**src/dcache_pkg.sv**
```systemverilog
// dcache shared widths, vector types and core/memory request structs
package dcache_pkg;

    parameter int ADDR_W   = 32;
    parameter int OFFSET_W = 3;
    parameter int WORD_W   = 64;
    parameter int STRB_W   = WORD_W / 8;

    typedef logic [ADDR_W-1:0] addr_t;
    // one word is also one full cache line
    typedef logic [WORD_W-1:0] word_t;
    typedef logic [STRB_W-1:0] strb_t;
    typedef logic              way_t;

    // core request, 105 bits
    typedef struct packed {
        logic  write;
        addr_t addr;
        word_t wdata;
        strb_t strb;
    } cpu_req_t;

    // memory request, 97 bits, addr is word aligned
    typedef struct packed {
        logic  write;
        addr_t addr;
        word_t data;
    } mem_req_t;

endpackage

```
**src/dcache_resp.sv**
```systemverilog
// dcache response register: returns read data or write completion to the core
module dcache_resp (
    input  logic              clk,
    input  logic              arst_n_i,
    input  logic              respond_i,
    input  logic              write_i,
    input  dcache_pkg::way_t  resp_way_i,
    input  dcache_pkg::word_t data_i [2],
    output logic              cpu_rsp_valid_o,
    output dcache_pkg::word_t cpu_rsp_data_o
);

    dcache_pkg::word_t rsp_word;

    // writes complete with zero data
    assign rsp_word = write_i ? '0 : data_i[resp_way_i];

    always_ff @(posedge clk or negedge arst_n_i) begin
        if (!arst_n_i) begin
            cpu_rsp_valid_o <= 1'b0;
        end else begin
            cpu_rsp_valid_o <= respond_i;
        end
    end

    always_ff @(posedge clk) begin
        if (respond_i) begin
            cpu_rsp_data_o <= rsp_word;
        end
    end

endmodule

```
**config.mk**
```make
export PLATFORM = sky130hd
export DESIGN_NAME = dcache_resp
export DESIGN_NICKNAME = d
export VERILOG_FILES = /design/src/dcache_pkg.sv /design/src/dcache_resp.sv
export SDC_FILE = /design/constraint.sdc
export NUM_CORES = 1
export LEC_CHECK = 0
export ABC_AREA = 1
export BUFFER_PORTS_ARGS = -buffer_cell sky130_fd_sc_hd__buf_4
export CORE_UTILIZATION = 40
export DETAILED_ROUTE_END_ITERATION = 8
export PLACE_DENSITY = 0.83
export SLEW_MARGIN = 5
export SYNTH_ARGS = -nofsm -noshare
export SYNTH_HDL_FRONTEND = slang
export SYNTH_SLANG_ARGS = --single-unit
```
**constraint.sdc**
```tcl
create_clock -name clk -period 0.8 [get_ports clk]
set_clock_uncertainty 0.2 [all_clocks]
set_input_delay 0.12 -clock clk [delete_from_list [all_inputs] [get_ports clk]]
set_output_delay 0.12 -clock clk [all_outputs]
set_load 0.005 [all_outputs]
```
; After elaboration in Yosys (flattened, before gate mapping)
; Cells that the tools add are included.
[word_totals]
reg_bits = 65
input_bits = 133
out_inout_bits = 65
word_cells = 7
[op_classes]
order_cmp = 1
mux = 3
bitwise_logic = 1
[ops]
columns = cell, count
row1 = 64-bit two-way mux, 3
row2 = 2-bit >= comparator (second input constant), 1
row3 = 1-bit inverter with 2-bit output, 1

; Depth between registers and ports, before layout
[logic_depth]
word_depth = 4
depth_mapped = 5
mapped_depth_nobuf = 4

; Worst setup path before layout
; Ideal clock, no wire load.
[synth_path]
kind = input-to-reg
startpoint = in resp_way_i
endpoint = reg cpu_rsp_data_o[26] (data pin)
setup_ns = 0.253
t_arrival_ns = 0.534
required_ns = 0.347
setup_slack_ns = -0.187
cell_stages = 5
path_buffers = 2
path_cell_list = buf_6 > buf_4 > nand2_1 > nand2_1 > nor2_1
[synth_between]
elab_chain_len = 4
[synth_rtl]
columns = element, line_no
row1 = "start, declared", dcache_resp.sv:7  ; input dcache_pkg::way_t resp_way_i,
row2 = 1-bit inverter with 2-bit output (implied by the code), dcache_resp.sv:16  ; assign rsp_word = write_i ? '0 : data_i[resp_way_i];
row3 = 64-bit two-way mux (implied by the code) (3 in series), dcache_resp.sv:16
row4 = "end signal, assigned", dcache_resp.sv:28  ; cpu_rsp_data_o <= rsp_word;
row5 = "end, declared", dcache_resp.sv:10  ; output dcache_pkg::word_t cpu_rsp_data_o
; Every way passes these cells. The select of a mux whose other input is x is not followed.
; A chain may end at the register's enable or synchronous reset.

; Worst setup path in the final report
[layout_path]
startpoint = reg cpu_rsp_data_o[50]
endpoint = out cpu_rsp_data_o[50]
; No word-level cell between the ends.

==> impl_metrics.env <==
export IMPL_ant_nets=0
export IMPL_period_needed_ns=1.192
export IMPL_design_final_nets=742
export IMPL_final_routed_wirelength_across_all_metal_layers_mm=8.863
export IMPL_clkTransAtPathRegs_ns=0.07
export IMPL_timing_max_slew_rel_slack_pct=88.63
export IMPL_dp_cells=696
export IMPL_die_area_um2=8699
export IMPL_outcome="finished, violations left"
export IMPL_tritoncts_clock_tree="yes"
export IMPL_areaGrowthSynthToFinish_pct=59.63
export IMPL_drt_first_pass_iters=5
export IMPL_fin_hold_viols=66
export IMPL_cp_buffers_inverters=1
export IMPL_crit_path_max_cell_delay_ns=0.41
export IMPL_cts_buffers=9
export IMPL_critical_path_top_delay_cell="edfxtp_1"
export IMPL_cts_setup_buffers=0
export IMPL_syn_area_um2=3332
export IMPL_final_cell_mix="buf_4 (179), nor2_1 (128), nand2_1 (128)"
export IMPL_dieWidth_um=93.27
export IMPL_leakagePower_nw=2.786
export IMPL_vias=3192
export IMPL_setup_slack_ns=-0.3922
export IMPL_drt_first_iter_violations=113
export IMPL_place_area_um2=4916
export IMPL_rsz0062_at_grt="yes"
export IMPL_number_of_global_route_vias_before_repair=2997
export IMPL_clock_sinks=65
export IMPL_buffer_ports_inserted=197
export IMPL_overflow=0
export IMPL_coreArea_um2=7888
export IMPL_synthXorXnorAreaFrac_pct=0
export IMPL_layout_cell_area_non_filler_um2=5319
export IMPL_detail_route_drc_violations=0
export IMPL_synth_compound_gate_area_share_pct=0
export IMPL_arrival_ns=0.87
export IMPL_worst_ep_required_ns=0.48
export IMPL_synth_cell_type_count=9
export IMPL_post_cts_hold_buffers=1
export IMPL_fp_row_count=32
export IMPL_cpLargestDelayFamily="flip-flops"
export IMPL_power_density_nw_per_um2=1682
export IMPL_critPathMaxFanout=1
export IMPL_cp_cell_sequence="buf_6"
export IMPL_layout_filler_cells=626
export IMPL_cts_root_to_sink_buffers=2
export IMPL_via_per_inst=4.458
export IMPL_die_h_um=93.27
export IMPL_grt_start_max_net_pins=51
export IMPL_post_drt_wl_per_cell_um=12.38
export IMPL_worst_slew_pin_slew_ns=0.1705
export IMPL_globalRouteTotalUtil_pct=20.29
export IMPL_global_route_wire_length_before_repair_mm=13.58
export IMPL_initial_utilization_pct=42.24
export IMPL_worstHoldPathType="in -> async"
export IMPL_largest_family_of_logic_cells_by_synthesized_area="simple AND/OR/NAND/NOR gates"
export IMPL_final_cell_count_no_fill=716
export IMPL_post_synth_mux_area_share_pct=0
export IMPL_failed_checks="negative hold slack, negative setup slack"
export IMPL_post_synthesis_mean_instance_area_um2=8.207
export IMPL_drive_gt1_share_pct=36.64
export IMPL_insertedDiodeCount=0
export IMPL_post_route_util_pct=67.43
export IMPL_ctsRootBufferMaster="clkbuf_8"
export IMPL_final_hold_worst_slack_ns=-0.1107
export IMPL_multi_input_area_um2=960.9
export IMPL_fmax_mhz=838.8
export IMPL_endpoint_kind="output pin"
export IMPL_power_ir_vdd_worst_uv=833.0
export IMPL_place_gp_congestion=0.8403
export IMPL_ys_warnings_count=0
export IMPL_netlist_instances=406
export IMPL_synth_seq_area_share_pct=58.43
export IMPL_hpwl_mm=6.314
export IMPL_drv_slew=0
export IMPL_cts_max_level=3
export IMPL_crit_path_start_kind="register"
export IMPL_setup_violations=65
export IMPL_grt_antenna_before_repair=0
export IMPL_synth_simple_gate_area_share_pct=28.84
export IMPL_synth_nets=539
export IMPL_regArea_um2=1947
export IMPL_synth_adder_area_share_pct=0
export IMPL_critPathKind="reg -> out"
export IMPL_mostFrequentLayoutCell="buf_4"
export IMPL_ys_ff_latch=65
export IMPL_finalCritPeriodShare_pct=149.0
export IMPL_timing_max_cap_violations=0
export IMPL_io_pin_count=198
## flip-flops by register name, summed over array words and instances, names as in the netlist
signal / count
cpu_rsp_data_o: 64
cpu_rsp_valid_o: 1
## area by class of cell
| type | instances | area share, % |
|---|---|---|
| Inverter | 65 | 4.587 |
| Timing Repair Buffer | 212 | 34.39 |
| Clock buffer | 10 | 2.399 |
| Multi-Input combinational cell | 256 | 18.07 |
| Tap cell | 102 | 2.399 |
| Sequential cell | 65 | 36.60 |
| Clock inverter | 6 | 1.553 |
## metrics by stage
stage                     setup WS, ns  hold WS (ns)  TNS (ns)  power (mW)
final                          -0.3922       -0.1107    -23.17       8.944
after global routing           -0.4225       -0.1205    -25.79       9.360
after floorplan                -0.1364       -0.3756    -8.553       4.815
after CTS                      -0.4145       -0.1285    -24.54       8.956
after detailed placement       -0.3944       -0.3036    -31.78       5.923
after global placement         -0.3313       -0.3048    -29.45       5.869
## power breakdown
part,total (mW),leakage (nW),switching (mW),internal [mW]
clock network,2.96,0.0976,1.22,1.74
logic,1.80,2.06,0.715,1.08
registers,4.19,0.630,0.104,4.08
total,8.94,2.79,2.04,6.90
## worst max-delay path by stage
stage | start | to | slack, ns | depth (start not counted)
finish | cpu_rsp_data_o[50]$_SDFFCE_PP0P_ | cpu_rsp_data_o[50] | -0.39 | 1
global route | cpu_rsp_data_o[50]$_SDFFCE_PP0P_ | cpu_rsp_data_o[50] | -0.42 | 1
CTS | cpu_rsp_data_o[50]$_SDFFCE_PP0P_ | cpu_rsp_data_o[50] | -0.41 | 1
detailed placement | resp_way_i | cpu_rsp_data_o[29]$_SDFFCE_PP0P_ | -0.39 | 5
global placement | resp_way_i | cpu_rsp_data_o[39]$_SDFFCE_PP0P_ | -0.33 | 5
floorplan | resp_way_i | cpu_rsp_data_o[0]$_SDFFCE_PP0P_ | -0.14 | 4
## layer usage
layer	share of wire, %	up-vias	GRT usage, %	wire, um
li1	-	1609	-	-
met1	37	1416	22.45	3280
met2	53	148	37.19	4710
met3	7.3	19	3.740	649
met4	2.5	0	9.872	223
met5	0	-	0	0
## synthesized netlist by cell type
library cell / number / area share [%]
nand2_1: 128 / 14
inv_1: 64 / 7.2
nor2_1: 128 / 14
buf_4: 2 / 0.45
dfrtp_1: 1 / 0.75
buf_6: 12 / 4.1
buf_2: 6 / 0.90
edfxtp_1: 64 / 58
inv_2: 1 / 0.11
## repair_timing
action | 4_1_cts | 5_1_grt
gates resized for setup | 8 | 20
hold endpoints to repair | 66 | 66
endpoints found under the setup margin | 71 | 86
cloned | 2 | 1
## cell families (layout without fill, tap and decap cells)
group | after synthesis | in the layout
buffers and inverters | 85 | 293
and+or+nand+nor | 256 | 256
DFF | 65 | 65
Power figures use the tool's default switching activity.
