===== src/dcache_pkg.sv =====
// dcache shared widths, vector types and core/memory request structs
package dcache_pkg;

    parameter int ADDR_W   = 32;
    parameter int OFFSET_W = 3;
    parameter int WORD_W   = 64;
    parameter int STRB_W   = WORD_W / 8;

    typedef logic [ADDR_W-1:0] addr_t;
    // one word is also one full cache line
    typedef logic [WORD_W-1:0] word_t;
    typedef logic [STRB_W-1:0] strb_t;
    typedef logic              way_t;

    // core request, 105 bits
    typedef struct packed {
        logic  write;
        addr_t addr;
        word_t wdata;
        strb_t strb;
    } cpu_req_t;

    // memory request, 97 bits, addr is word aligned
    typedef struct packed {
        logic  write;
        addr_t addr;
        word_t data;
    } mem_req_t;

endpackage


===== src/dcache_lookup.sv =====
// dcache lookup: splits the address, compares tags, picks hit and victim ways
module dcache_lookup #(
    parameter int SET_W = 6,
    localparam int TAG_W = dcache_pkg::ADDR_W - SET_W - dcache_pkg::OFFSET_W
) (
    input  dcache_pkg::addr_t addr_i,
    input  logic [TAG_W-1:0]  tag_i [2],
    input  logic              valid_i [2],
    input  logic              dirty_i [2],
    input  dcache_pkg::way_t  lru_way_i,
    output logic [SET_W-1:0]  index_o,
    output logic [TAG_W-1:0]  tag_o,
    output logic              hit_o,
    output dcache_pkg::way_t  hit_way_o,
    output dcache_pkg::way_t  victim_way_o,
    output logic              victim_dirty_o,
    output dcache_pkg::addr_t victim_addr_o
);

    logic [1:0] match;

    assign index_o = addr_i[dcache_pkg::OFFSET_W +: SET_W];
    assign tag_o   = addr_i[dcache_pkg::ADDR_W-1 -: TAG_W];

    assign match[0] = valid_i[0] && (tag_i[0] == tag_o);
    assign match[1] = valid_i[1] && (tag_i[1] == tag_o);

    assign hit_o     = |match;
    assign hit_way_o = match[1];

    // empty ways are filled before anything gets evicted
    always_comb begin
        if (!valid_i[0]) begin
            victim_way_o = 1'b0;
        end else if (!valid_i[1]) begin
            victim_way_o = 1'b1;
        end else begin
            victim_way_o = lru_way_i;
        end
    end

    assign victim_dirty_o = valid_i[victim_way_o] && dirty_i[victim_way_o];
    assign victim_addr_o  = {tag_i[victim_way_o], index_o, {dcache_pkg::OFFSET_W{1'b0}}};

endmodule


===== config.mk =====
export PLATFORM = sky130hd
export DESIGN_NAME = dcache_lookup
export DESIGN_NICKNAME = d
export VERILOG_FILES = /design/src/dcache_pkg.sv /design/src/dcache_lookup.sv
export SDC_FILE = /design/constraint.sdc
export NUM_CORES = 1
export LEC_CHECK = 0
export ABC_AREA = 1
export BUFFER_PORTS_ARGS = -buffer_cell sky130_fd_sc_hd__buf_2
export CAP_MARGIN = 20
export CORE_MARGIN = 8
export CORE_UTILIZATION = 40
export DETAILED_ROUTE_END_ITERATION = 8
export GPL_TIMING_DRIVEN = 0
export PLACE_DENSITY = 0.95
export SLEW_MARGIN = 10
export SYNTH_ARGS = -nofsm -noshare
export SYNTH_HDL_FRONTEND = slang
export SYNTH_SLANG_ARGS = --single-unit

===== constraint.sdc =====
create_clock -name vclk -period 1.02
set_input_delay 0 -clock vclk [all_inputs]
set_output_delay 0 -clock vclk [all_outputs]
set_load 0.01 [all_outputs]

---- Word-level counts from Yosys, hierarchy flattened ----
Index checks and enable logic that the tools add are counted.
operators by class
  $add $sub $neg .......................... 0
  multiply operators ...................... 0
  divide/modulo/power cells ............... 0
  $lt $le $gt $ge ......................... 1
  equality and inequality tests ........... 2
  shift-type cells ........................ 0
  muxes and demuxes ....................... 11
  bitwise gates (word level) .............. 1
  reduce and logical (&&, ||, !) cells .... 4
operators with widths
  kind                                                      number
  2-to-1 mux 23 bit                                         3
  equality test 23 bit                                      2
  2-to-1 mux 1 bit                                          8
  logical AND 1 bit                                         3
  greater-or-equal comparator 2 bit, second input constant  1
  inverter 1 -> 2 bit                                       1
  OR reduction 2 bit                                        1
storage, ports and cells
  bits in registers ....................... 0
  bits in latches ......................... 0
  bits in writable memories ............... 0
  bits in read-only memories .............. 0
  input port bits ......................... 83
  output and inout bits ................... 65
  logic and storage cells ................. 19
  memories ................................ 0

---- Depth between registers and ports, before layout ----
  depth after elaboration ................. 7
  mapped depth ............................ 8
  gate-level depth less buffers ........... 8

---- Worst setup path before layout ----
No wires, ideal clock.
  kind .................................... in2out
  from .................................... in lru_way_i
  to ...................................... out victim_addr_o[16]
  arrival ................................. 0.657 ns
  data required time ...................... 1.020 ns
  path slack .............................. 0.363 ns
  stages on the path ...................... 4
  buffers on the path ..................... 0
  path through ............................ inv_1 -> a21boi_4 -> inv_1 -> o21ai_0
on the way
  word-level cells in the longest chain between the ends .. 6
RTL lines
  item                                                  RTL line             RTL
  start, declared                                       dcache_lookup.sv:10  input dcache_pkg::way_t lru_way_i,
  2-to-1 mux 1 bit                                      dcache_lookup.sv:35  end else if (!valid_i[1]) begin
  2-to-1 mux 1 bit                                      dcache_lookup.sv:33  if (!valid_i[0]) begin
  inverter 1 -> 2 bit (implied by the code)             dcache_lookup.sv:43  assign victim_addr_o = {tag_i[victim_way_o], index_o, {dcache_pkg::OFFSET_W{1'b0}}};
  2-to-1 mux 23 bit (implied by the code) (3 in a row)  dcache_lookup.sv:43
  end, declared                                         dcache_lookup.sv:17  output dcache_pkg::addr_t victim_addr_o
No other way between the ends. The select of a mux whose other input is x is not followed.

---- Worst setup path after layout ----
  from .................................... in addr_i[19]
  to ...................................... out hit_o
on the way
  word-level cells in the longest chain between the ends .. 3
  elaborated cells on any way between the ends .. 5
  those cells by class .................... 2 x eq/ne; 3 x reduce/logical
RTL lines
  item                                     RTL line                                  RTL
  start, declared                          dcache_lookup.sv:6                        input dcache_pkg::addr_t addr_i,
  equality test 23 bit (on tied branches)  dcache_lookup.sv:26, dcache_lookup.sv:25
  logical AND 1 bit (on tied branches)     dcache_lookup.sv:26, dcache_lookup.sv:25
  OR reduction 2 bit (*)                   dcache_lookup.sv:28                       assign hit_o = |match;
  end, declared                            dcache_lookup.sv:13                       output logic hit_o,
Every way passes the cells marked *; elsewhere a longest branch is shown, timed or not.

==> impl_metrics.json <==
{
  "run_status": "completed",
  "via_count_of_the_first_global_routing_pass": 2209,
  "floorplan.core_area_um2": 3610,
  "pwr-share-seq_pct": 0,
  "syn2layout_area_growth_pct": 52.6,
  "finalNetCount": 554,
  "final_common_cell": "nand2_1",
  "fin_tns_setup_ps": 0,
  "finalHoldViolations": 0,
  "drc": 0,
  "ys_seq_area_share_pct": 0,
  "path_cells": "buf_2, inv_1, nand2_1, nand2_1, nor2_1, nand2_1, nor2_2, nand3_1, nand2_1, buf_2",
  "seq_area_um2": 0,
  "clock.fmax_mhz": 1130,
  "die_area_um2": 5870,
  "critical_path.max_stage_delay_ps": 140,
  "drive_above_1_share_pct": 39.2,
  "power_density_nw_per_um2": 434,
  "netSwitchingFraction_pct": 53.7,
  "dp.final_hpwl_mm": 5.32,
  "timing.final.setup_violations": 0,
  "crit_cells": 10,
  "worst_slack_ps": 133,
  "fin_crit_ps": 887,
  "drtIter0Drc": 58,
  "wirelength_mm": 6.03,
  "worstSetupStartpoint": "addr_i[19]",
  "combPwrFrac_pct": 100.0,
  "synth_area_per_cell_um2": 4.46,
  "path_delay_family": "simple AND/OR/NAND/NOR gates",
  "net-switching-power_uw": 522,
  "netlist.area_leader.share_pct": 38.3,
  "crit_path_to": "hit_o",
  "antenna_violations_before_repair": 0,
  "clock_buffer_instance_count_of_the_final_layout": 0,
  "synthesis.area_um2": 1470,
  "cellInternalPower_uw": 450,
  "synth.yosys.warnings": 0,
  "maxSlewViolCount": 0,
  "holdBufCountCts": 0,
  "min_path_type": "in -> out",
  "post_detailed_route_via_to_cell_ratio": 4.39,
  "num_antenna_cells": 0,
  "post_layout_nonfiller_instances": 517,
  "vias": 2268,
  "placed_cells": 515,
  "fp.dieW_um": 76.6,
  "arrival_ps": 890,
  "worst-setup-path-type": "in -> out",
  "power_frac_clock_pct": 0,
  "yosys.area.top_type": "nand2_1",
  "worst-endpoint-required_ps": 1020,
  "crit_path_start_kind": "input pin",
  "grt_max_degree": 11,
  "critical_path_buf_inv_count": 3,
  "most-common-layout-cells": "nand2_1 (150), buf_2 (136), inv_1 (63)",
  "grt_pass1_wl_mm": 9.36,
  "min_period_over_period_pct": 87.0,
  "max_cap_viol_count": 0,
  "unrepaired_setup_endpoints_after_global_routing": "no",
  "wl_per_cell_um": 11.7,
  "design_power_total_uw": 972,
  "p_leak_uw": 0.00163,
  "synth.area.top_cells": "nand2_1 (38%), buf_4 (20%), inv_1 (16%), o21ai_0 (9.5%), nor2_1 (9.2%)",
  "dr.pass1.iters": 4,
  "cp_common_cell": "nand2_1",
  "seq_cells": 0,
  "cp_slowest_cell": "nor2_2",
  "peakVddDrop_mv": 0.195,
  "place_ws_ps": 30.1,
  "initial_utilization_pct": 40.7,
  "groute.usage.overall_pct": 18.4,
  "netlist-cell-type-count": 14,
  "routabilityCongestion": 0.790,
  "crit_path_end_kind": "output pin",
  "synth_cells": 329,
  "grt-ovfl-total": 0,
  "row_count": 22,
  "ios": 148,
  "port_buffers": 136,
  "critPathMaxFanout": 4,
  "die_y_um": 76.6,
  "postRouteAntennaNets": 0
}
worst min-delay path by stage:
stage,start,to,slack [ps],depth (start not counted)
6_report,addr_i[8],index_o[5],180,2
5_1_grt,addr_i[8],index_o[5],190,2
4_1_cts,addr_i[3],victim_addr_o[3],190,2
3_5_place_dp,addr_i[3],victim_addr_o[3],190,2
3_3_place_gp,addr_i[3],index_o[0],190,2
2_1_floorplan,addr_i[3],index_o[0],90,1
stage by stage:
step	instance area [µm²]	hold WS (ps)	utilization, %
detailed placement	2220	188	61.5
global route	2240	190	62.1
floorplan	1480	91.8	-
CTS	2220	187	61.5
finish	2240	185	62.1
global placement	2220	187	61.5
cell families after synthesis:
group           synth area share, %
simple gates                   48.6
buf+inv                        38.2
compound gates                 11.8
xor+xnor                       1.19
other cells                   0.255
power groups by stage:
stage | Sequential (µW) | Combinational [µW] | Clock, µW
2_1_floorplan | 0 | 525 | 0
5_1_grt | 0 | 1080 | 0
3_5_place_dp | 0 | 962 | 0
3_3_place_gp | 0 | 941 | 0
6_report | 0 | 972 | 0
4_1_cts | 0 | 966 | 0
cell usage after synthesis:
cell / n
a21boi_4: 1
buf_2: 1
buf_4: 39
buf_6: 2
conb_1: 1
inv_1: 64
nand2_1: 150
nand3_1: 2
nor2_1: 36
o2111ai_1: 1
o21ai_0: 28
o21ai_1: 1
or2_2: 1
xor2_1: 2
what timing repair did:
item                                    CTS  global route
endpoints found under the setup margin    0            13
setup buffers                             0             1
resized for setup                         0             3
routing by layer:
layer  global-route usage [%]  vias to the layer above  routed length [µm]
met1                     17.8                      972                2340
met2                     36.6                       88                3090
met3                     5.31                        8                 511
met4                     4.04                        0                  86
li1                         -                     1200                   -
met5                        0                        -                   0
layout make-up:
class,instances,area [µm²]
Tap cell,48,60.1
Timing Repair Buffer,137,688
Fill cell,371,1370
Inverter,64,240
Buffer,42,323
Multi-Input combinational cell,226,930
Power figures use the tool's default switching activity.
