[src/dcache_pkg.sv]
// dcache shared widths, vector types and core/memory request structs
package dcache_pkg;

    parameter int ADDR_W   = 32;
    parameter int OFFSET_W = 3;
    parameter int WORD_W   = 64;
    parameter int STRB_W   = WORD_W / 8;

    typedef logic [ADDR_W-1:0] addr_t;
    // one word is also one full cache line
    typedef logic [WORD_W-1:0] word_t;
    typedef logic [STRB_W-1:0] strb_t;
    typedef logic              way_t;

    // core request, 105 bits
    typedef struct packed {
        logic  write;
        addr_t addr;
        word_t wdata;
        strb_t strb;
    } cpu_req_t;

    // memory request, 97 bits, addr is word aligned
    typedef struct packed {
        logic  write;
        addr_t addr;
        word_t data;
    } mem_req_t;

endpackage

[src/dcache_ctrl.sv]
// dcache controller: miss handling FSM and memory credit counter
module dcache_ctrl #(
    parameter int MEM_CREDITS = 2,
    localparam int CRED_W = $clog2(MEM_CREDITS + 1)
) (
    input  logic                 clk,
    input  logic                 arst_n_i,
    input  logic                 cpu_req_valid_i,
    input  dcache_pkg::cpu_req_t cpu_req_i,
    input  logic                 hit_i,
    input  dcache_pkg::way_t     hit_way_i,
    input  dcache_pkg::way_t     victim_way_i,
    input  logic                 victim_dirty_i,
    input  dcache_pkg::addr_t    victim_addr_i,
    input  dcache_pkg::word_t    victim_data_i,
    input  logic                 mem_credit_i,
    input  logic                 mem_rsp_valid_i,
    input  dcache_pkg::word_t    mem_rsp_data_i,
    output logic                 cpu_req_ready_o,
    output dcache_pkg::cpu_req_t req_o,
    output dcache_pkg::way_t     wr_way_o,
    output dcache_pkg::strb_t    data_we_o,
    output dcache_pkg::word_t    wdata_o,
    output logic                 fill_o,
    output logic                 mark_dirty_o,
    output logic                 touch_o,
    output logic                 respond_o,
    output dcache_pkg::way_t     resp_way_o,
    output logic                 mem_req_valid_o,
    output dcache_pkg::mem_req_t mem_req_o
);

    typedef enum logic [2:0] {
        ST_IDLE,
        ST_READ,
        ST_CHECK,
        ST_WRITEBACK,
        ST_REFILL_REQ,
        ST_REFILL_WAIT
    } state_e;

    state_e            state_q;
    state_e            state_d;
    logic [CRED_W-1:0] credit_q;
    dcache_pkg::way_t  victim_q;
    logic              accept;
    logic              can_send;

    // stay busy until the response register has fired
    assign cpu_req_ready_o = (state_q == ST_IDLE) && !respond_o;
    assign accept          = cpu_req_valid_i && cpu_req_ready_o;
    assign can_send        = (credit_q != '0);

    always_comb begin
        state_d         = state_q;
        wr_way_o        = hit_way_i;
        data_we_o       = '0;
        wdata_o         = req_o.wdata;
        fill_o          = 1'b0;
        mark_dirty_o    = 1'b0;
        touch_o         = 1'b0;
        mem_req_valid_o = 1'b0;
        mem_req_o       = '0;
        case (state_q)
            ST_IDLE: begin
                if (accept) begin
                    state_d = ST_READ;
                end
            end
            ST_READ: begin
                state_d = ST_CHECK;
            end
            ST_CHECK: begin
                if (hit_i) begin
                    touch_o = 1'b1;
                    if (req_o.write) begin
                        data_we_o    = req_o.strb;
                        mark_dirty_o = 1'b1;
                    end
                    state_d = ST_IDLE;
                end else if (victim_dirty_i) begin
                    state_d = ST_WRITEBACK;
                end else begin
                    state_d = ST_REFILL_REQ;
                end
            end
            ST_WRITEBACK: begin
                mem_req_o.write = 1'b1;
                mem_req_o.addr  = victim_addr_i;
                mem_req_o.data  = victim_data_i;
                if (can_send) begin
                    mem_req_valid_o = 1'b1;
                    state_d         = ST_REFILL_REQ;
                end
            end
            ST_REFILL_REQ: begin
                mem_req_o.addr = {req_o.addr[dcache_pkg::ADDR_W-1:dcache_pkg::OFFSET_W],
                                  {dcache_pkg::OFFSET_W{1'b0}}};
                if (can_send) begin
                    mem_req_valid_o = 1'b1;
                    state_d         = ST_REFILL_WAIT;
                end
            end
            ST_REFILL_WAIT: begin
                if (mem_rsp_valid_i) begin
                    wr_way_o  = victim_q;
                    data_we_o = '1;
                    wdata_o   = mem_rsp_data_i;
                    fill_o    = 1'b1;
                    // look up again, which now hits
                    state_d   = ST_READ;
                end
            end
            default: begin
                state_d = ST_IDLE;
            end
        endcase
    end

    always_ff @(posedge clk or negedge arst_n_i) begin
        if (!arst_n_i) begin
            state_q    <= ST_IDLE;
            credit_q   <= CRED_W'(MEM_CREDITS);
            respond_o  <= 1'b0;
            resp_way_o <= 1'b0;
            victim_q   <= 1'b0;
        end else begin
            state_q   <= state_d;
            // send and return in one cycle cancel out
            credit_q  <= credit_q - CRED_W'(mem_req_valid_o) + CRED_W'(mem_credit_i);
            respond_o <= (state_q == ST_CHECK) && hit_i;
            if (state_q == ST_CHECK) begin
                resp_way_o <= hit_way_i;
                victim_q   <= victim_way_i;
            end
        end
    end

    always_ff @(posedge clk) begin
        if (accept) begin
            req_o <= cpu_req_i;
        end
    end

endmodule

[config.mk]
export PLATFORM = sky130hd
export DESIGN_NAME = dcache_ctrl
export DESIGN_NICKNAME = d
export VERILOG_FILES = /design/src/dcache_pkg.sv /design/src/dcache_ctrl.sv
export SDC_FILE = /design/constraint.sdc
export NUM_CORES = 1
export LEC_CHECK = 0
export BUFFER_PORTS_ARGS = -buffer_cell sky130_fd_sc_hd__buf_4
export CAP_MARGIN = 20
export CELL_PAD_IN_SITES_DETAIL_PLACEMENT = 0
export CELL_PAD_IN_SITES_GLOBAL_PLACEMENT = 2
export CORE_AREA = 5 5 210 212
export CTS_BUF_LIST = sky130_fd_sc_hd__clkbuf_4 sky130_fd_sc_hd__clkbuf_8 sky130_fd_sc_hd__clkbuf_16
export DETAILED_ROUTE_END_ITERATION = 10
export DIE_AREA = 0 0 215 217
export PLACE_DENSITY = 0.67
export SLEW_MARGIN = 30
export SYNTH_ARGS = -nofsm -noshare
export SYNTH_HDL_FRONTEND = slang
export SYNTH_SLANG_ARGS = --single-unit
[constraint.sdc]
create_clock -name clk -period 14.6 [get_ports clk]
set_clock_uncertainty 0.2 [all_clocks]
set_input_delay 0.73 -clock clk [delete_from_list [all_inputs] [get_ports clk]]
set_output_delay 0.73 -clock clk [all_outputs]
set_load 0.02 [all_outputs]
Word-level counts from Yosys, hierarchy flattened
Index checks and enable logic that the tools add are counted.

Input bits: 274. Bits in registers: 113. Output and inout bits: 282.

Equality and inequality tests: 9. Add/subtract/negate cells: 2. Mux-type cells: 27. Reduce and logical (&&, ||, !) cells: 8.

Operator list (count): 2-to-1 mux 64 bit (3); one-hot mux 32 bit (2 select lines) (1); 2-to-1 mux 8 bit (3); 2-to-1 mux 3 bit (6); one-hot mux 3 bit (6 select lines) (1); one-hot mux 8 bit (2 select lines) (1); 2-to-1 mux 1 bit (12); inequality test 2 bit (second input constant) (4); equality test 3 x 2 -> 1 bit (second input constant) (2); equality test 3 bit (second input constant) (2); AND reduction 4 bit (1); equality test 3 x 1 -> 1 bit (second input constant) (1); logical AND 1 bit (3); zero test 3 bit (1); adder 2 x 1 -> 2 bit (1); nonzero test 2 bit (1); OR reduction 2 bit (1); subtractor 2 x 1 -> 2 bit (1); zero test 1 bit (1).

Depth between registers and ports, before layout
Gate-level depths: netlist of run 1.

Depth after elaboration: 5. Depth in mapped cells: 11. Depth with buffers taken out: 9.

Least setup slack after synthesis of run 1
OpenSTA, ideal clock, no wires.

Kind: flip-flop to flip-flop. From: register state_q[1]. To: register req_o[0] in the netlist's numbering (enable). Buffers on the path: 2. Arrival: 10.792 ns. Path slack: 2.782 ns. Stages on the path, launching flop included: 4. Period minus slack after synthesis: 11.818 ns. Setup time: 0.826 ns. Path through: dfrtp_1 -> clkbuf_1 -> clkbuf_1 -> nor4_1.

Cells in the longest elaborated chain, start to end: 3.

RTL lines: from (decl) (RTL line dcache_ctrl.sv:42) `state_e state_q;`; from (signal assigned) (RTL line dcache_ctrl.sv:128) `state_q <= state_d;`; zero test 3 bit (RTL line dcache_ctrl.sv:50) `assign cpu_req_ready_o = (state_q == ST_IDLE) && !respond_o;`; logical AND 1 bit (RTL line dcache_ctrl.sv:50); logical AND 1 bit (RTL line dcache_ctrl.sv:51) `assign accept = cpu_req_valid_i && cpu_req_ready_o;`; named net accept (RTL line dcache_ctrl.sv:46) `logic accept;`; to (signal assigned) (RTL line dcache_ctrl.sv:141) `req_o <= cpu_req_i;`; to (decl) (RTL line dcache_ctrl.sv:20) `output dcache_pkg::cpu_req_t req_o,`.

The timed path passes the listed nets, and every way through them passes these cells. A chain may end at the register's enable or synchronous reset.

Worst setup path after layout of run 1
From: register state_q[1]. To: output port wdata_o[49].

Cells in the longest elaborated chain, start to end: 2.

RTL lines: equality test 3 bit (RTL line dcache_ctrl.sv:64) `case (state_q)`; 2-to-1 mux 64 bit (RTL line dcache_ctrl.sv:64); to (decl) (RTL line dcache_ctrl.sv:23) `output dcache_pkg::word_t wdata_o,`.

No other way between the ends.

==> flow_summary.rst, run 1 <==
.. list-table::
   :header-rows: 1

   * - Metric
     - Value
   * - Outcome
     - finished clean
   * - Critical Path Source Type
     - flip-flop
   * - DP Wirelength
     - around 24000 um
   * - Gp weighted congestion
     - 0.873
   * - Register area
     - about 3400 um^2
   * - Portion of the clock cycle consumed by the worst path in the final layout
     - between 20% and 30%
   * - Number of buffers on the longest clock path
     - 2
   * - Initial cell density of the core
     - 12.5%
   * - Leakage power of the design
     - a little over 5 nW
   * - Setup-failing EPs final
     - 0
   * - DRC viols
     - 0
   * - Reg-to-reg endpoint
     - credit_q[1]
   * - Power per cell area
     - approximately 160 nW/um^2
   * - Top-count cell post-synth
     - sky130_fd_sc_hd__edfxtp_1
   * - First-pass GRT wire length
     - between 40000 and 50000 um
   * - Final Hold Fails
     - 0
   * - Cell at the root of the clock tree
     - sky130_fd_sc_hd__clkbuf_16
   * - Netlist area before placement
     - about 5200 um^2
   * - Initial antenna violation count
     - 0
   * - Origin of the worst setup path
     - state_q[1]
   * - Hold Crit Depth
     - 1
   * - Fraction of power consumed by the clock network
     - 23.5%
   * - Filler instances
     - approximately 4400
   * - Worst setup path category
     - reg2out
   * - Proportion of power drawn by flip-flops and latches
     - 30.4%
   * - Area occupied by multi-input gates
     - approximately 1700 um^2
   * - Most used standard cells in the synthesized netlist
     - sky130_fd_sc_hd__edfxtp_1, sky130_fd_sc_hd__and3_1, sky130_fd_sc_hd__mux2_1
   * - Register clock-pin slew on the reported worst setup and hold paths
     - 60 ps
   * - Top Ports
     - 556
   * - Ranking of synthesized cells by area
     - sky130_fd_sc_hd__edfxtp_1, sky130_fd_sc_hd__mux2_1, sky130_fd_sc_hd__and3_1, sky130_fd_sc_hd__a22o_1, sky130_fd_sc_hd__mux2_2
   * - Count of flip-flops with a built-in enable after synthesis
     - roughly 110
   * - Maximum level of the CTS H-tree
     - 4
   * - Hold WC Path Type
     - in2reg
   * - Routed wire length
     - between 20000 and 30000 um
   * - Internal Dissipation
     - 0.998 mW
   * - Placeable Area
     - around 42000 um^2
   * - Count of unique library cells instantiated by Yosys
     - 29
   * - Worst IR drop on VDD
     - roughly 0.081 mV
   * - Number of flip-flops and latches in the synthesized netlist
     - 113
   * - Critical path destination
     - wdata_o[49]
   * - Fraction of the yosys area taken by sequential cells
     - around 64%
   * - Vias in the first global route
     - between 5000 and 6000
   * - Warning count from the yosys run
     - 0
   * - Starting DRT DRC Count
     - around 160
   * - Share of flip-flops with an asynchronous set or reset
     - between 7 and 8%
   * - Kind of capture point of the worst setup path
     - output pin
   * - Count of input and output buffers
     - 555
   * - Number of nets with antenna violations after routing
     - 0
   * - Pins over their slew limit
     - 0
   * - Yosys top cell by area
     - sky130_fd_sc_hd__edfxtp_1
   * - Max Fanout on Critical Path
     - 77
   * - Number of inserted diodes
     - 0
   * - Relative max-transition margin
     - 38.6%
   * - Drt via density
     - roughly 3.7
   * - Clock tree from TritonCTS
     - yes
   * - Post-DR wirelength/cell
     - about 20 um
   * - GRT overflow
     - 0
   * - Die ar.
     - between 40000 and 50000 um^2
   * - CTS sink count
     - around 110
   * - Ratio of cells with drive above 1 in the final layout
     - between 60 and 70%
   * - Worst-margin pin slew
     - a little over 900 ps
   * - Maximum number of pins on one net before global-route repair
     - 78
   * - Area share of the largest cell type after synthesis
     - between 60 and 70%
   * - First-pass DRT Iterations
     - 4
   * - Die Y
     - between 200 and 250 um
   * - Final total power
     - ~1.7 mW
   * - RSZ-0062 raised after global routing
     - no
   * - Clock insertion delay at the later pin of the skew report
     - 430 ps
   * - Proportion of power drawn by combinational gates
     - 46.0%
   * - Instance count of the mapped netlist
     - roughly 350
   * - Max-cap viol count
     - 0
   * - Total Nets Final
     - between 1000 and 1500
   * - Critical path arrival
     - between 2000 and 3000 ps
   * - TNS Setup
     - 0 ps
   * - R2R Setup Slk
     - 11860 ps
   * - Routed via count
     - between 5000 and 6000
   * - Highest clock rate
     - around 260 MHz
   * - Final Critical Period
     - roughly 3800 ps
   * - Origin of the critical flop-to-flop path
     - state_q[1]
   * - Die Width
     - between 200 and 250 um
   * - P&R area growth vs syn
     - 103%
   * - Total routing resource utilization after global routing
     - between 10% and 20%
   * - Average footprint of a synthesized cell
     - ~15 um^2
   * - Required time at the endpoint of the critical path
     - roughly 14000 ps
   * - Post-synthesis net count
     - 630
   * - Number of buffers inserted during clock tree synthesis
     - 17
   * - P_sw
     - 0.685 mW
   * - Depth of the most critical reg-to-reg path
     - 10
   * - Switching part of the total power
     - roughly two fifths
   * - FP Rows
     - between 70 and 80
   * - Main flop type after synthesis
     - sky130_fd_sc_hd__edfxtp_1
-- cell families after synthesis --
logic type	after synthesis	synth area share (%)
flops	113	64.3
xor+xnor	2	0.336
compound gates	42	6.60
mux	69	14.9
buf+inv	34	2.69
fa+ha+maj	2	0.480
simple gates	92	10.7
-- stage by stage --
stage / utilization, % / area [um^2] / hold WS (ps) / instances / worst slack [ps]
floorplan: - / 5210 / 234 / 354 / 2780
global placement: 23.9 / 9980 / 290 / 1421 / 10910
detailed placement: 24.0 / 10000 / 294 / 1422 / 11080
CTS: 25.3 / 10600 / 218 / 1455 / 10570
global route: 25.3 / 10600 / 225 / 1455 / 10650
finish: 25.3 / 10600 / 262 / 1455 / 10810
-- power groups by stage --
| stage | logic [mW] | registers, mW | clock network (mW) |
|---|---|---|---|
| 3_3_place_gp | 0.780 | 0.516 | 0 |
| 2_1_floorplan | 0.351 | 0.566 | 0 |
| 6_report | 0.775 | 0.512 | 0.396 |
| 3_5_place_dp | 0.791 | 0.518 | 0 |
| 5_1_grt | 0.821 | 0.523 | 0.428 |
| 4_1_cts | 0.792 | 0.513 | 0.415 |
-- what timing repair did --
item                                   4_1_cts  5_1_grt
resized for setup                            0        0
hold buffers                                 1        0
setup buffers                                0        0
endpoints found under the hold margin        7        0
-- worst min-delay path by stage --
stage / start / to / slack (ps)
3_5_place_dp: credit_q[1] / credit_q[1] / 290
5_1_grt: cpu_req_i[92] / req_o[92] / 230
3_3_place_gp: credit_q[1] / credit_q[1] / 290
6_report: cpu_req_i[51] / req_o[51] / 260
2_1_floorplan: arst_n_i / credit_q[0] / 230
4_1_cts: cpu_req_i[94] / req_o[94] / 220
-- layout by cell type (no fill, tap or decap), types with 2 or more instances in the layout --
| master | count |
|---|---|
| sky130_fd_sc_hd__mux2_2 | 16 |
| sky130_fd_sc_hd__nand2_1 | 3 |
| sky130_fd_sc_hd__buf_4 | 559 |
| sky130_fd_sc_hd__inv_6 | 7 |
| sky130_fd_sc_hd__xnor2_1 | 2 |
| sky130_fd_sc_hd__and2_1 | 2 |
| sky130_fd_sc_hd__clkinv_4 | 3 |
| sky130_fd_sc_hd__nand2b_1 | 3 |
| sky130_fd_sc_hd__a22o_1 | 29 |
| sky130_fd_sc_hd__a21oi_1 | 3 |
| sky130_fd_sc_hd__edfxtp_1 | 105 |
| sky130_fd_sc_hd__clkinvlp_4 | 5 |
| sky130_fd_sc_hd__a21o_1 | 8 |
| sky130_fd_sc_hd__dfrtp_1 | 6 |
| sky130_fd_sc_hd__mux2_1 | 52 |
| sky130_fd_sc_hd__inv_1 | 2 |
| sky130_fd_sc_hd__nor2_1 | 5 |
| sky130_fd_sc_hd__clkbuf_16 | 17 |
| sky130_fd_sc_hd__and3_1 | 68 |
| sky130_fd_sc_hd__nor3_1 | 2 |
| sky130_fd_sc_hd__ha_1 | 2 |
-- registers in the layout, summed over array words and instances, names as in the netlist --
| signal | cells |
|---|---|
| credit_q | 2 |
| victim_q | 1 |
| respond_o | 1 |
| state_q | 3 |
| resp_way_o | 1 |
| req_o | 105 |
-- layout make-up --
cell class | count | share of cell area [%]
sequential | 113 | 31.8
inverter | 2 | 0.0710
tap | 539 | 6.38
timing repair buffer | 562 | 40.1
clock buffer | 17 | 4.02
clock inverter | 15 | 1.18
multi-input combinational | 207 | 16.5
-- worst max-delay path: stages (launching register included) --
cell and delay (ps):
sky130_fd_sc_hd__dfrtp_4 710, sky130_fd_sc_hd__nand2b_1 310, sky130_fd_sc_hd__nor2_4 140, sky130_fd_sc_hd__buf_6 510, sky130_fd_sc_hd__mux2_1 450, sky130_fd_sc_hd__buf_4 180
-- metal layers --
metal,global-route usage [%],up-vias,share of wire [%]
li1,-,2477,-
met1,11.8,2562,35
met2,22.4,369,53
met3,5.63,17,11
met4,3.46,0,1.6
met5,0,-,0
Power figures use the tool's default switching activity.
==> run 2: changes to the inputs <==
==> constraint.sdc (replaced) <==
create_clock -name clk -period 3.98 [get_ports clk]
set_clock_uncertainty 0.2 [all_clocks]
set_input_delay 0.199 -clock clk [delete_from_list [all_inputs] [get_ports clk]]
set_output_delay 0.199 -clock clk [all_outputs]
set_load 0.02 [all_outputs]
==> flow_summary.rst, run 2 (synthesis results as in run 1) <==
.. list-table::
   :header-rows: 1

   * - Metric
     - Value
   * - Outcome
     - finished clean (unchanged)
   * - TNS Setup
     - 0 ps (unchanged)
   * - P&R area growth vs syn
     - 125% (was 103%)
   * - DP Wirelength
     - 23600 um (was 24200 um)
   * - Largest registers
     - req_o: 105 flops, state_q: 3 flops, credit_q: 2 flops (unchanged)
   * - Most frequent standard cell in the layout excluding fill and tap cells
     - sky130_fd_sc_hd__buf_4 (unchanged)
   * - RSZ-0062 raised after global routing
     - no (unchanged)
   * - Number of buffers on the longest clock path
     - 2 (unchanged)
   * - Setup WS pre-CTS
     - 1260 ps (was 11080 ps)
   * - Kind of capture point of the worst setup path
     - output pin (unchanged)
   * - Die ar.
     - 46700 um^2 (unchanged)
   * - Filler instances
     - 4346 (was 4394)
   * - Ratio of cells with drive above 1 in the final layout
     - 59.8% (was 67.4%)
   * - Final Hold Fails
     - 0 (unchanged)
   * - Top Ports
     - 556 (unchanged)
   * - Setup-failing EPs final
     - 0 (unchanged)
   * - Max-cap viol count
     - 0 (unchanged)
   * - R2R Setup Slk
     - 1420 ps (was 11860 ps)
   * - Initial antenna violation count
     - 1 (was 0)
   * - CTS sink count
     - 113 (unchanged)
   * - Core occupancy in the finished layout
     - 28.1% (was 25.3%)
   * - PnR worst setup slack
     - 848 ps (was 10810 ps)
   * - Worst-margin pin slew
     - 786 ps (was 920 ps)
   * - Fin Hold WS
     - 102 ps (was 262 ps)
   * - First-pass DRT Iterations
     - 4 (unchanged)
   * - Max Fanout on Critical Path
     - 63 (was 77)
   * - Clock insertion delay at the later pin of the skew report
     - 430 ps (about the same)
   * - Highest-count cells in the layout ignoring fill and taps
     - sky130_fd_sc_hd__buf_4, sky130_fd_sc_hd__dlygate4sd3_1, sky130_fd_sc_hd__edfxtp_1 (was sky130_fd_sc_hd__buf_4, sky130_fd_sc_hd__edfxtp_1, sky130_fd_sc_hd__and3_1)
   * - Max incr delay on CP
     - 630 ps (was 710 ps)
   * - Maximum level of the CTS H-tree
     - 4 (unchanged)
   * - Critical Path Source Type
     - flip-flop (unchanged)
   * - Post-CTS Setup Repair Bufs
     - 0 (unchanged)
   * - Highest clock rate
     - 319 MHz
   * - Routed via count
     - 5838 (was 5425)
   * - Total routing resource utilization after global routing
     - 12.0% (about the same)
   * - Worst IR drop on VDD
     - 0.306 mV (was 0.0809 mV)
   * - First-pass GRT wire length
     - 41700 um (was 41000 um)
   * - Clock tree from TritonCTS
     - yes (unchanged)
   * - Final total power
     - 6.36 mW (was 1.68 mW)
   * - Drt via density
     - 3.72 (was 3.73)
   * - Register area
     - 3360 um^2 (about the same)
   * - Number of buffers inserted during clock tree synthesis
     - 17 (unchanged)
   * - Count of input and output buffers
     - 555 (unchanged)
   * - Relative max-transition margin
     - 47.6% (was 38.6%)
   * - Total Nets Final
     - 1292 (was 1179)
   * - Gp weighted congestion
     - 0.837 (was 0.873)
   * - Routed wire length
     - 29500 um (about the same)
   * - Leakage power of the design
     - 5.53 nW (was 5.03 nW)
   * - Starting DRT DRC Count
     - 167 (was 163)
   * - Post-DR wirelength/cell
     - 18.8 um (was 20.3 um)
   * - Register ranked first by flip-flop count
     - req_o (unchanged)
   * - Number of flip-flops under the largest register name
     - 105 (unchanged)
   * - FP Rows
     - 75 (unchanged)
   * - DRC viols
     - 0 (unchanged)
   * - Cell at the root of the clock tree
     - sky130_fd_sc_hd__clkbuf_16 (unchanged)
   * - Placeable Area
     - 41800 um^2 (unchanged)
   * - Register clock-pin slew on the reported worst setup and hold paths
     - 60 ps (about the same)
   * - Area occupied by multi-input gates
     - 1760 um^2 (was 1740 um^2)
   * - Pins over their slew limit
     - 0 (unchanged)
   * - Die Width
     - 215 um (unchanged)
   * - Die Y
     - 217 um (unchanged)
   * - Power per cell area
     - 541 nW/um^2 (was 159 nW/um^2)
   * - Number of nets with antenna violations after routing
     - 0 (unchanged)
   * - Final Critical Period
     - ~3100 ps
   * - Number of inserted diodes
     - 0 (unchanged)
   * - Initial cell density of the core
     - 12.5% (unchanged)
   * - Hold WC Path Type
     - in2reg (unchanged)
   * - Required time at the endpoint of the critical path
     - 3580 ps (was 13670 ps)
   * - Slowest cell on the critical path
     - sky130_fd_sc_hd__dfrtp_1 (was sky130_fd_sc_hd__dfrtp_4)
   * - Worst setup path category
     - reg2out (unchanged)
   * - Portion of the clock cycle consumed by the worst path in the final layout
     - between 70% and 80%
   * - Critical Path, Cell by Cell
     - nand2_1 -> nor2_4 -> buf_12 -> mux2_1 -> buf_4 (was nand2b_1 -> nor2_4 -> buf_6 -> mux2_1 -> buf_4)
   * - Maximum number of pins on one net before global-route repair
     - 69 (was 78)
   * - GRT overflow
     - 0 (unchanged)
   * - Critical path arrival
     - 2730 ps (was 2860 ps)
   * - Vias in the first global route
     - 6396 (was 5921)
==> run 2: cell types whose count changed in the layout (fill, tap and decap cells not counted), sizes merged <==
cell	previous run	this run
inv	9	2
clkbuf	17	19
dlygate4sd3	1	113
clkinvlp	5	2
clkinv	3	8
buf	561	562
bufinv	0	3
==> run 2: worst max-delay path, delay by kind of cell, from the launching register on <==
kind          cells  cell delay (ps)
flops             1              630
simple gates      2              600
buf+inv           2              510
mux               1              430
==> run 2: what timing repair did <==
action | in CTS | in global routing
hold buffers | 113 | 0
hold endpoints to repair | 120 | 0
resized for setup | 0 | 0
setup endpoints to repair | 0 | 0
==> run 2: final timing paths <==
path | cells after the start | from | endpoint
setup / recovery | 5 | state_q[0] | wdata_o[55]
hold / removal | 4 | cpu_req_valid_i | state_q[0]
setup reg to reg | 10 | state_q[0] | credit_q[1]
hold reg to reg | 1 | credit_q[1] | credit_q[1]
max in group asynchronous | 3 | arst_n_i | respond_o
min in group asynchronous | 2 | arst_n_i | credit_q[1]
==> run 2: through the flow <==
step / cell area, um^2 / std cells
floorplan: 5260 / 354
global placement: 10000 / 1423
detailed placement: 10000 / 1423
CTS: 11800 / 1568
global route: 11800 / 1568
finish: 11800 / 1568
==> run 2: final cells by class <==
| type | count | area share (%) |
|---|---|---|
| inverter | 2 | 0.0639 |
| tap | 539 | 5.74 |
| clock buffer | 19 | 3.75 |
| timing repair buffer | 675 | 45.7 |
| clock inverter | 13 | 1.22 |
| sequential | 113 | 28.6 |
| multi-input combinational | 207 | 14.9 |
==> run 2: where the power goes <==
group          leakage [nW]  switching, mW  internal (mW)
Combinational          4.19           1.70           1.30
Clock                 0.284          0.570          0.983
Sequential             1.06          0.188           1.62
==> run 2: routing by layer <==
metal | track usage [%] | part of all wire (%) | vias to the layer above
met5 | 0 | 0.044 | -
met4 | 3.56 | 1.6 | 2
met3 | 5.13 | 9.8 | 21
met2 | 22.6 | 53 | 362
met1 | 12.0 | 35 | 2751
li1 | - | - | 2702
